**src/rtl/synth_pkg.sv**
```systemverilog
/*
 * Shared types and constants for the three-voice piano tone shaper.
 * Holds the serial frame layout, the sync word and the envelope gain table.
 * Compile this package before any module that refers to it.
 */
`default_nettype none

package synth_pkg;

    typedef logic [7:0] level_t;        // note or sample level
    typedef logic [8:0] gain_t;         // 256 is unity
    typedef logic [1:0] voice_count_t;

    localparam int FRAME_W = 32;
    localparam logic [FRAME_W-1:0] SYNC_WORD = 32'h0000_FFFF;

    // note1 sits in the low byte of the frame
    typedef struct packed {
        logic [5:0]   reserved;
        voice_count_t voice_count;
        level_t       note3;
        level_t       note2;
        level_t       note1;
    } synth_frame_t;

    // raw view for sync compare, field view for decoding
    typedef union packed {
        logic [FRAME_W-1:0] raw;
        synth_frame_t       fields;
    } synth_frame_u;

    localparam int ENV_STEPS = 16;

    // rise, hold, decay, then silent at the last step
    localparam gain_t ENV_GAIN [ENV_STEPS] = '{
        9'd64,  9'd128, 9'd192,
        9'd256, 9'd256, 9'd256, 9'd256,
        9'd224, 9'd192, 9'd160, 9'd128,
        9'd96,  9'd64,  9'd32,  9'd16,
        9'd0
    };

    typedef level_t [2:0] voice_levels_t;   // one shaped level per voice

endpackage

`default_nettype wire

```
**src/rtl/spi_frame_rx.sv**
```systemverilog
/*
 * Serial frame receiver running on the system clock.
 * sck and sdi are synchronized and sck rising edges are detected; the
 * receiver locks once the sync word has been shifted in, then emits one
 * frame with a frame_valid pulse every FRAME_W bits.
 */
`default_nettype none

module spi_frame_rx (
    input  logic                    clk,
    input  logic                    rst_n,
    input  logic                    sck,
    input  logic                    sdi,
    output synth_pkg::synth_frame_u frame,
    output logic                    frame_valid
);
    import synth_pkg::*;

    localparam int CNT_W = $clog2(FRAME_W);

    logic [1:0]         sck_sync;
    logic [1:0]         sdi_sync;
    logic               sck_prev;
    logic               sck_rise;
    logic [FRAME_W-1:0] shift_next;
    synth_frame_u       shift_q;
    logic               locked;
    logic [CNT_W-1:0]   bit_cnt;

    assign sck_rise   = sck_sync[1] & ~sck_prev;
    assign shift_next = {shift_q.raw[FRAME_W-2:0], sdi_sync[1]};
    assign frame      = shift_q;

    always_ff @(posedge clk or negedge rst_n)
    begin
        if (!rst_n)
        begin
            sck_sync    <= '0;
            sdi_sync    <= '0;
            sck_prev    <= 1'b0;
            shift_q.raw <= '0;
            locked      <= 1'b0;
            bit_cnt     <= '0;
            frame_valid <= 1'b0;
        end
        else
        begin
            sck_sync    <= {sck_sync[0], sck};
            sdi_sync    <= {sdi_sync[0], sdi};
            sck_prev    <= sck_sync[1];
            frame_valid <= 1'b0;
            if (sck_rise)
            begin
                shift_q.raw <= shift_next;
                if (!locked)
                begin
                    locked <= (shift_next == SYNC_WORD);   // counting starts next edge
                end
                else
                begin
                    bit_cnt     <= bit_cnt + 1'b1;
                    frame_valid <= (bit_cnt == CNT_W'(FRAME_W - 1));
                end
            end
        end
    end

endmodule

`default_nettype wire

```
**src/rtl/synth_ctrl.sv**
```systemverilog
/*
 * Frame control.
 * Latches the notes and voice count of each received frame, strikes all
 * voices one cycle later and paces the envelopes with a free-running tick.
 */
`default_nettype none

module synth_ctrl #(
    parameter int ENV_STEP_CYCLES = 4096
) (
    input  logic                     clk,
    input  logic                     rst_n,
    input  synth_pkg::synth_frame_u  frame,
    input  logic                     frame_valid,
    output synth_pkg::voice_levels_t notes,
    output synth_pkg::voice_count_t  voice_count,
    output logic                     strike,
    output logic                     env_tick
);

    localparam int PRESC_W = $clog2(ENV_STEP_CYCLES + 1);

    logic [PRESC_W-1:0] presc_q;
    logic               presc_wrap;

    assign presc_wrap = (presc_q == PRESC_W'(ENV_STEP_CYCLES - 1));

    always_ff @(posedge clk or negedge rst_n)
    begin
        if (!rst_n)
        begin
            notes       <= '0;
            voice_count <= '0;
            strike      <= 1'b0;
        end
        else
        begin
            strike <= frame_valid;
            if (frame_valid)
            begin
                notes       <= {frame.fields.note3, frame.fields.note2, frame.fields.note1};
                voice_count <= frame.fields.voice_count;
            end
        end
    end

    // shared prescaler so all voices step together
    always_ff @(posedge clk or negedge rst_n)
    begin
        if (!rst_n)
        begin
            presc_q  <= '0;
            env_tick <= 1'b0;
        end
        else
        begin
            env_tick <= presc_wrap;
            if (presc_wrap)
            begin
                presc_q <= '0;
            end
            else
            begin
                presc_q <= presc_q + 1'b1;
            end
        end
    end

endmodule

`default_nettype wire

```
**src/rtl/envelope_gen.sv**
```systemverilog
/*
 * Per-voice envelope.
 * A strike restarts the step counter, each env_tick moves it one step on
 * until the silent last step. The note is scaled by the table gain.
 */
`default_nettype none

module envelope_gen (
    input  logic              clk,
    input  logic              rst_n,
    input  synth_pkg::level_t note,
    input  logic              strike,
    input  logic              env_tick,
    output synth_pkg::level_t level
);
    import synth_pkg::*;

    localparam int STEP_W = $clog2(ENV_STEPS);

    logic [STEP_W-1:0] step_q;
    gain_t             gain;
    logic [16:0]       product;

    assign gain    = ENV_GAIN[step_q];
    assign product = note * gain;

    always_ff @(posedge clk or negedge rst_n)
    begin
        if (!rst_n)
        begin
            step_q <= STEP_W'(ENV_STEPS - 1);   // silent until struck
            level  <= '0;
        end
        else
        begin
            if (strike)
            begin
                step_q <= '0;
            end
            else if (env_tick && step_q != STEP_W'(ENV_STEPS - 1))
            begin
                step_q <= step_q + 1'b1;
            end
            level <= level_t'(product >> 8);    // gain 256 is unity
        end
    end

endmodule

`default_nettype wire

```
**src/rtl/voice_mixer.sv**
```systemverilog
/*
 * Voice mixer.
 * Adds the three shaped levels and normalizes by the frame's voice count,
 * with a shift series standing in for division by three.
 */
`default_nettype none

module voice_mixer (
    input  logic                     clk,
    input  logic                     rst_n,
    input  synth_pkg::voice_levels_t levels,
    input  synth_pkg::voice_count_t  voice_count,
    output synth_pkg::level_t        sample
);
    import synth_pkg::*;

    logic [9:0] sum;
    logic [9:0] third;

    assign sum   = 10'(levels[0]) + 10'(levels[1]) + 10'(levels[2]);
    assign third = (sum >> 2) + (sum >> 4) + (sum >> 6) + (sum >> 8);   // about sum / 3

    always_ff @(posedge clk or negedge rst_n)
    begin
        if (!rst_n)
        begin
            sample <= '0;
        end
        else
        begin
            case (voice_count)
                2'd0:    sample <= '0;
                2'd1:    sample <= (sum > 10'd255) ? 8'hFF : level_t'(sum);
                2'd2:    sample <= level_t'(sum >> 1);
                default: sample <= level_t'(third);
            endcase
        end
    end

endmodule

`default_nettype wire

```
**src/rtl/dac_serializer.sv**
```systemverilog
/*
 * Serial DAC driver.
 * A DAC frame is 11 slots of two dclk halves. Slot 0 captures the sample,
 * slots 1-8 carry it MSB first, slot 9 pulses load and slot 10 pulses ldac.
 * Frames run back to back.
 */
`default_nettype none

module dac_serializer #(
    parameter int DCLK_HALF = 20
) (
    input  logic              clk,
    input  logic              rst_n,
    input  synth_pkg::level_t sample,
    output logic              data,
    output logic              dclk,
    output logic              load,
    output logic              ldac
);
    import synth_pkg::*;

    localparam int          HALF_W    = $clog2(DCLK_HALF + 1);
    localparam logic [3:0]  SLOT_BIT0 = 4'd8;    // last data slot
    localparam logic [3:0]  SLOT_LOAD = 4'd9;
    localparam logic [3:0]  SLOT_LDAC = 4'd10;

    logic [HALF_W-1:0] cnt_q;
    logic              phase_q;      // 0 first half, 1 second half
    logic [3:0]        slot_q;
    logic              half_end;
    level_t            shreg;

    assign half_end = (cnt_q == HALF_W'(DCLK_HALF - 1));

    always_ff @(posedge clk or negedge rst_n)
    begin
        if (!rst_n)
        begin
            cnt_q   <= '0;
            phase_q <= 1'b0;
            slot_q  <= '0;
        end
        else if (half_end)
        begin
            cnt_q   <= '0;
            phase_q <= ~phase_q;
            if (phase_q)
            begin
                slot_q <= (slot_q == SLOT_LDAC) ? 4'd0 : slot_q + 1'b1;
            end
        end
        else
        begin
            cnt_q <= cnt_q + 1'b1;
        end
    end

    // pins follow the counters one cycle later
    always_ff @(posedge clk or negedge rst_n)
    begin
        if (!rst_n)
        begin
            dclk <= 1'b0;
            load <= 1'b1;
            ldac <= 1'b1;
            data <= 1'b0;
        end
        else
        begin
            dclk <= (slot_q <= SLOT_BIT0) && !phase_q;
            load <= (slot_q != SLOT_LOAD);
            ldac <= (slot_q != SLOT_LDAC);
            if (phase_q && cnt_q == '0)
            begin
                data <= (slot_q < SLOT_BIT0) ? shreg[7] : 1'b0;   // at dclk fall
            end
        end
    end

    always_ff @(posedge clk)
    begin
        if (slot_q == 4'd0 && !phase_q && cnt_q == '0)
        begin
            shreg <= sample;
        end
        else if (phase_q && cnt_q == '0 && slot_q < SLOT_BIT0)
        begin
            shreg <= {shreg[6:0], 1'b0};
        end
    end

endmodule

`default_nettype wire

```
**src/rtl/piano_synth.sv**
```systemverilog
/*
 * Top level of the piano tone shaper.
 * Serial frames on sck/sdi strike three voices, each voice is shaped by
 * its envelope, the mix is normalized and shifted out to a serial DAC.
 */
`default_nettype none

module piano_synth #(
    parameter int ENV_STEP_CYCLES = 4096,
    parameter int DCLK_HALF       = 20
) (
    input  logic clk,
    input  logic rst_n,
    input  logic sck,
    input  logic sdi,
    output logic data,
    output logic dclk,
    output logic load,
    output logic ldac
);
    import synth_pkg::*;

    synth_frame_u  frame;
    logic          frame_valid;
    voice_levels_t notes;
    voice_count_t  voice_count;
    logic          strike;
    logic          env_tick;
    voice_levels_t levels;
    level_t        sample;

    spi_frame_rx rx_i (
        .clk         (clk),
        .rst_n       (rst_n),
        .sck         (sck),
        .sdi         (sdi),
        .frame       (frame),
        .frame_valid (frame_valid)
    );

    synth_ctrl #(
        .ENV_STEP_CYCLES (ENV_STEP_CYCLES)
    ) ctrl_i (
        .clk         (clk),
        .rst_n       (rst_n),
        .frame       (frame),
        .frame_valid (frame_valid),
        .notes       (notes),
        .voice_count (voice_count),
        .strike      (strike),
        .env_tick    (env_tick)
    );

    for (genvar v = 0; v < 3; v++)
    begin : g_voice
        envelope_gen env_i (
            .clk      (clk),
            .rst_n    (rst_n),
            .note     (notes[v]),
            .strike   (strike),
            .env_tick (env_tick),
            .level    (levels[v])
        );
    end

    voice_mixer mix_i (
        .clk         (clk),
        .rst_n       (rst_n),
        .levels      (levels),
        .voice_count (voice_count),
        .sample      (sample)
    );

    dac_serializer #(
        .DCLK_HALF (DCLK_HALF)
    ) dac_i (
        .clk    (clk),
        .rst_n  (rst_n),
        .sample (sample),
        .data   (data),
        .dclk   (dclk),
        .load   (load),
        .ldac   (ldac)
    );

endmodule

`default_nettype wire

```
**config.mk**
```make
export PLATFORM = sky130hd
export DESIGN_NAME = piano_synth
export DESIGN_NICKNAME = d
export VERILOG_FILES = /design/src/rtl/synth_pkg.sv /design/src/rtl/spi_frame_rx.sv /design/src/rtl/synth_ctrl.sv /design/src/rtl/envelope_gen.sv /design/src/rtl/voice_mixer.sv /design/src/rtl/dac_serializer.sv /design/src/rtl/piano_synth.sv
export SDC_FILE = /design/constraint.sdc
export NUM_CORES = 1
export LEC_CHECK = 0
export BUFFER_PORTS_ARGS = -buffer_cell sky130_fd_sc_hd__buf_2
export CORE_ASPECT_RATIO = 2
export CORE_MARGIN = 4
export CORE_UTILIZATION = 40
export DETAILED_ROUTE_END_ITERATION = 6
export PLACE_DENSITY = 0.6
export SLEW_MARGIN = 25
export SYNTH_ARGS = -nofsm -noshare
export SYNTH_HDL_FRONTEND = slang
export SYNTH_SLANG_ARGS = --single-unit
```
**constraint.sdc**
```tcl
create_clock -name clk -period 8.87 [get_ports clk]
set_input_delay 0.887 -clock clk [delete_from_list [all_inputs] [get_ports clk]]
set_output_delay 0.887 -clock clk [all_outputs]
set_load 0.02 [all_outputs]
```
## Word-level counts from Yosys, hierarchy flattened

Memory sizes are Yosys's and may differ from the RTL's.
Cells that the tools add are included.
W data, S select, Z words.

- Order comparisons: 6
- Mux-type cells: 23
- Equality and inequality tests: 12
- Bitwise gates (word level): 6
- $mul: 3
- Reduce and logical (&&, ||, !) cells: 18
- $add $sub $neg: 12

Operators by type and width:

| kind | number |
|---|---|
| $mux W9 | 6 |
| $mul A8 B9 Y16 | 3 |
| $eq A32 B16 Y1 const B | 1 |
| $mux W4 | 7 |
| $mux W8 | 3 |
| $pmux W8 S3 | 1 |
| $ne A4 B4 Y1 const B | 5 |
| $add A4 B1 Y4 const B | 4 |
| $ge A5 B5 Y1 const B | 3 |
| $not A4 Y5 | 3 |
| $add A13 B1 Y13 const B | 1 |
| $eq A13 B12 Y1 const B | 1 |
| $mux W13 | 1 |
| $add A10 B8 Y10 | 1 |
| $add A5 B1 Y5 const B | 2 |
| $eq A5 B5 Y1 const B | 2 |
| $gt A10 B8 Y1 const B | 1 |
| $add A8 B8 Y9 | 1 |
| $add A8 B2 Y8 | 1 |
| $add A8 B4 Y8 | 1 |
| $add A8 B6 Y8 | 1 |
| $logic_and A1 B1 Y1 | 8 |
| $reduce_bool A2 Y1 | 4 |
| $logic_not A5 Y1 | 1 |
| other kinds (13) | 18 |

- Bits in read-only memories: 432
- Memories: 3
- Output and inout bits: 4
- Register bits after elaboration: 150
- Input port bits: 4
- Word-level logic and storage cells: 112

Memory list:

| memory | depth | width | read ports | clocked after Yosys merged registers in | wr ports | RTL line | RTL |
|---|---|---|---|---|---|---|---|
| (name not given) | 16 | 9 | 1 | 0 | 0 | envelope_gen.sv:24 | `assign gain = ENV_GAIN[step_q];` |
| (name not given) | 16 | 9 | 1 | 0 | 0 | envelope_gen.sv:24 |  |
| (name not given) | 16 | 9 | 1 | 0 | 0 | envelope_gen.sv:24 |  |

## Longest topological paths before layout

- Depth after elaboration: 6
- Depth in mapped cells: 23
- Gate-level depth less buffers: 23

## Cells and area by module

A second synthesis with hierarchy kept.

- Cell total of the unflattened synthesis: 1124
- Area total of the unflattened synthesis: 11437.2 um2

Modules (own cells, without submodules):

| module | times used | sequential area each (um2) | area each (um2) | cells an instance |
|---|---|---|---|---|
| envelope_gen at g_voice[0].env_i | 1 | 305.3 | 1925.6 | 206 |
| envelope_gen at g_voice[2].env_i | 1 | 305.3 | 1886.8 | 204 |
| envelope_gen at g_voice[1].env_i | 1 | 305.3 | 1863.0 | 203 |
| spi_frame_rx | 1 | 1101.1 | 1712.9 | 175 |
| synth_ctrl | 1 | 1026.0 | 1632.8 | 111 |
| voice_mixer | 1 | 200.2 | 1408.9 | 150 |
| dac_serializer | 1 | 593.1 | 1007.2 | 75 |

## Worst setup path before layout

Ideal clock, no wire load.

- Path type: register -> register
- Start: register g_voice[0].env_i.level[1]
- End: register mix_i.sample[7]
- Arrival time: 5.229 ns
- Data required time: 8.748 ns
- Stages on the path, launching flop included: 23
- Slack: 3.520 ns
- Setup time: 0.122 ns
- Clock period less this slack: 5.350 ns
- Buffers on the path: 0
- Cells stage by stage: dfrtp_1 -> ha_1 -> a21o_1 -> a21oi_1 -> nor2b_1 -> o21a_1 -> o41ai_1 -> xnor2_1 -> ha_1 -> a21oi_1 -> o211ai_1 -> nand2_1 -> xor2_1 -> fa_1 -> ha_1 -> inv_1 -> fa_1 -> nand2b_1 -> a21oi_1 -> o21a_1 -> nor3_1 -> or4b_1 -> a32o_1

- Cells in the longest elaborated chain, start to end: 6
- Elaborated cells on any way between the ends: 8
- Those cells by class: add/sub (5); order compare (1); mux (2)

RTL lines:

| what | RTL line | RTL |
|---|---|---|
| start, declared | envelope_gen.sv:14 | `output synth_pkg::level_t level` |
| start signal, assigned | envelope_gen.sv:44 | `level <= level_t'(product >> 8);` |
| $add A8 B8 Y9 (*) | voice_mixer.sv:20 | `assign sum = 10'(levels[0]) + 10'(levels[1]) + 10'(levels[2]);` |
| $add A10 B8 Y10 (*) | voice_mixer.sv:20 |  |
| $add A8 B6 Y8 | voice_mixer.sv:21 | `assign third = (sum >> 2) + (sum >> 4) + (sum >> 6) + (sum >> 8);` |
| $add A8 B4 Y8 | voice_mixer.sv:21 |  |
| $add A8 B2 Y8 | voice_mixer.sv:21 |  |
| $pmux W8 S3 (*) | voice_mixer.sv:31 | `case (voice_count)` |
| end signal, assigned | voice_mixer.sv:33 | `2'd1: sample <= (sum > 10'd255) ? 8'hFF : level_t'(sum);` |
| end signal, assigned | voice_mixer.sv:34 | `2'd2: sample <= level_t'(sum >> 1);` |
| end signal, assigned | voice_mixer.sv:35 | `default: sample <= level_t'(third);` |
| end, declared | voice_mixer.sv:13 | `output synth_pkg::level_t sample` |

Every way passes the cells marked *; elsewhere a longest branch is shown, timed or not.
A chain may end at the register's enable or synchronous reset.

## Worst setup path in the final report

Ends and elaborated chain as after synthesis.

==> flow_metrics.tcl <==
set metrics [dict create \
    outcome "finished clean" \
    grt_max_degree 96 \
    areaGrowthSynthToFinish_pct 9.19 \
    synth_warnings 0 \
    met2_usage_pct 30.7 \
    grt_pass1_vias 8130 \
    overflow 0 \
    hold_path.class "register to register" \
    cts.repair.resized 0 \
    worstPathRequired_ns 9.19 \
    drt_iter0_markers 286 \
    crit_chain "ha_1 -> a21o_1 -> a21oi_1 -> nor2b_1 -> o21a_1 -> o41ai_1 -> xnor2_1 -> ha_1 -> a21oi_1 -> o211ai_1 -> nand2_1 -> xor2_1 -> fa_1 -> ha_1 -> inv_1 -> fa_1 -> nand2b_1 -> a21oi_1 -> o21a_1 -> nor3_1 -> or4b_1 -> a32o_1" \
    vias 7590 \
    gp_congestion 0.833 \
    die_area_sq_um 30800 \
    min_from "rx_i.sdi_sync[0]" \
    synthCells 1123 \
    ios 8 \
    tightest_slew_ns 0.844 \
    cts_root_buf "clkbuf_16" \
    power.static_leakage_nw 6.36 \
    cts_max_level 4 \
    tns_ns 0 \
    use_met3_pct 2.05 \
    critPathLaunch "g_voice[0].env_i.level[1]" \
    final_core_util_pct 44.2 \
    syn-num-nets 1324 \
    rsz0062_at_grt "no" \
    crit_buf_inv 1 \
    grt_pass1_wl_um 38100 \
    avgSynthCellArea_sq_um 9.92 \
    final_common_cell "nand2_1" \
    drc 0 \
    max_slew_margin_pct 43.7 \
    holdBufCountCts 0 \
    dp_hpwl_um 17700 \
    clk_path_buf_depth 2 \
    ant_nets 0 \
    fin_skew_ns 0.0128 \
    vias_per_cell 5.08 \
    finalSetupViolCount 0 \
    cpMaxStageDelayCell "fa_1" \
    rows 86 \
    grt_busiest_layer "met2" \
    dieWidth_um 126 \
    async_reset_ff_share_pct 94.7 \
    fp.dieH_um 244 \
    r2r_start "g_voice[0].env_i.level[1]" \
    fmax_mhz 172 \
    ir_worst_vdd_v 0.000122 \
    diodes 0 \
    first_pass_iters 4 \
    fill_cells 2738 \
    place.port_buffers 7 \
    synthesis.area_sq_um 11100 \
    path_max_fanout 6 \
    drv_slew 0 \
    synth_edf_count 8 \
    critPathArrivalTime_ns 6.15 \
    synth_seq_area_share_pct 34.2 \
    cpPeakStageDelay_ns 0.49 \
    critPathCaptureType "register" \
    drive_gt1_share_pct 9.02 \
    numClockSinks 150 \
    powerDensity_nw_per_um2 121 \
    fin_nets 1330 \
    synth_flop_cell "dfrtp_1" \
    cpLargestDelayFamily "adder cells" \
    grt_util_all_layers_pct 15.3 \
    start_kind "register" \
    finalCritPeriodShare_pct 65.7 \
    core_area_sq_um 27500 \
    use_met1_pct 14.4 \
    cts_setup_buffers 0 \
    crit_type "register to register" \
    p_total_mw 1.48 \
    wl_per_cell_um 14.7 \
    cts_made_buffers 17 \
    ys_types 60 \
    ys_ff_latch 150 \
    clk_latency_ns 0.44 \
    finalHoldViolCount 0 \
    start_util_pct 40.5 \
    maxCapViolations 0 \
    cts.clk_slew.worst_paths_ns 0.06 \
    wl_um 21900 \
    antenna_found_initial 0 \
    cts_tree "done" \
    final_cell_mix "169 x nand2_1, 140 x ha_1, 128 x dfrtp_1" \
    period_minus_slack_ns 5.83 \
]
==> synth_stat cells (all sizes together) (9+ instances only) <==
library cell | count | area (sq um)
a21o | 14 | 106
dfstp | 14 | 368
o21bai | 9 | 67.6
nor2 | 51 | 191
mux2 | 35 | 394
o21ai | 32 | 168
nor2b | 13 | 81.3
and3 | 10 | 62.6
a211oi | 9 | 72.6
xnor2 | 56 | 490
xor2 | 16 | 140
dfrtp | 128 | 3200
nand3 | 22 | 110
clkbuf | 17 | 63.8
inv | 121 | 454
and2 | 70 | 438
nor3 | 10 | 50.1
fa | 57 | 1140
mux2i | 12 | 120
nand2 | 169 | 634
a21oi | 34 | 170
ha | 140 | 1750
==> layout make-up <==
class	instances	area (sq um)	area share, %
Clock inverter	15	183	1.50
Multi-Input combinational cell	828	6780	55.7
Timing Repair Buffer	11	71.3	0.586
Sequential cell	150	3810	31.3
Inverter	121	454	3.73
Tap cell	352	440	3.62
Clock buffer	17	425	3.50
==> through the flow <==
stage                     std cells  hold WS [ns]  area, sq um  setup WS (ns)
after detailed placement       1462         0.346        11600           3.05
after global placement         1462         0.344        11600           3.13
final                          1494         0.354        12200           3.04
after global routing           1494         0.362        12200           2.58
after floorplan                1123         0.331        11100           3.52
after CTS                      1494         0.362        12200           3.03
==> routing by layer <==
metal / wire, um / share of wire [%]
met1: 7870 / 36
met2: 12800 / 58
met3: 327 / 1.5
met4: 916 / 4.2
met5: 0 / 0
==> state kept, by name, indices dropped and copies added (netlist names), 8 cells and up <==
| signal | flops |
|---|---|
| g_voice.env_i.level | 24 |
| mix_i.sample | 8 |
| ctrl_i.notes | 24 |
| g_voice.env_i.step_q | 12 |
| rx_i.frame | 31 |
| dac_i.shreg | 8 |
| ctrl_i.presc_q | 13 |
==> power breakdown <==
part	total [mW]	internal [mW]	switching, mW
sequential	0.721	0.704	0.0165
combinational	0.0321	0.00844	0.0237
clock	0.725	0.402	0.323
==> final timing paths <==
check | end | slack (ns) | depth (start not counted)
min in group asynchronous | rx_i.frame[21] | 0.55 | 1
max in group asynchronous | ctrl_i.notes[6] | 7.19 | 2
worst min-delay path | rx_i.sdi_sync[1] | 0.35 | 0
worst max register to register | mix_i.sample[7] | 3.04 | 22
worst max-delay path | mix_i.sample[7] | 3.04 | 22
worst min register to register | rx_i.sdi_sync[1] | 0.35 | 0
==> logic make-up (layout without fill, tap and decap cells) <==
group,count (synthesis),after routing,share of synthesized area (%)
AO/OA/AOI/OAI,130,130,7.94
AND/OR/NAND/NOR,381,381,16.5
flip-flops,150,150,34.2
multiplexers,48,48,4.82
buffers and inverters,145,164,4.96
XOR/XNOR,72,72,5.66
adder cells (fa/ha/maj),197,197,26.0
No activity file was read; power rests on OpenSTA's default activity.
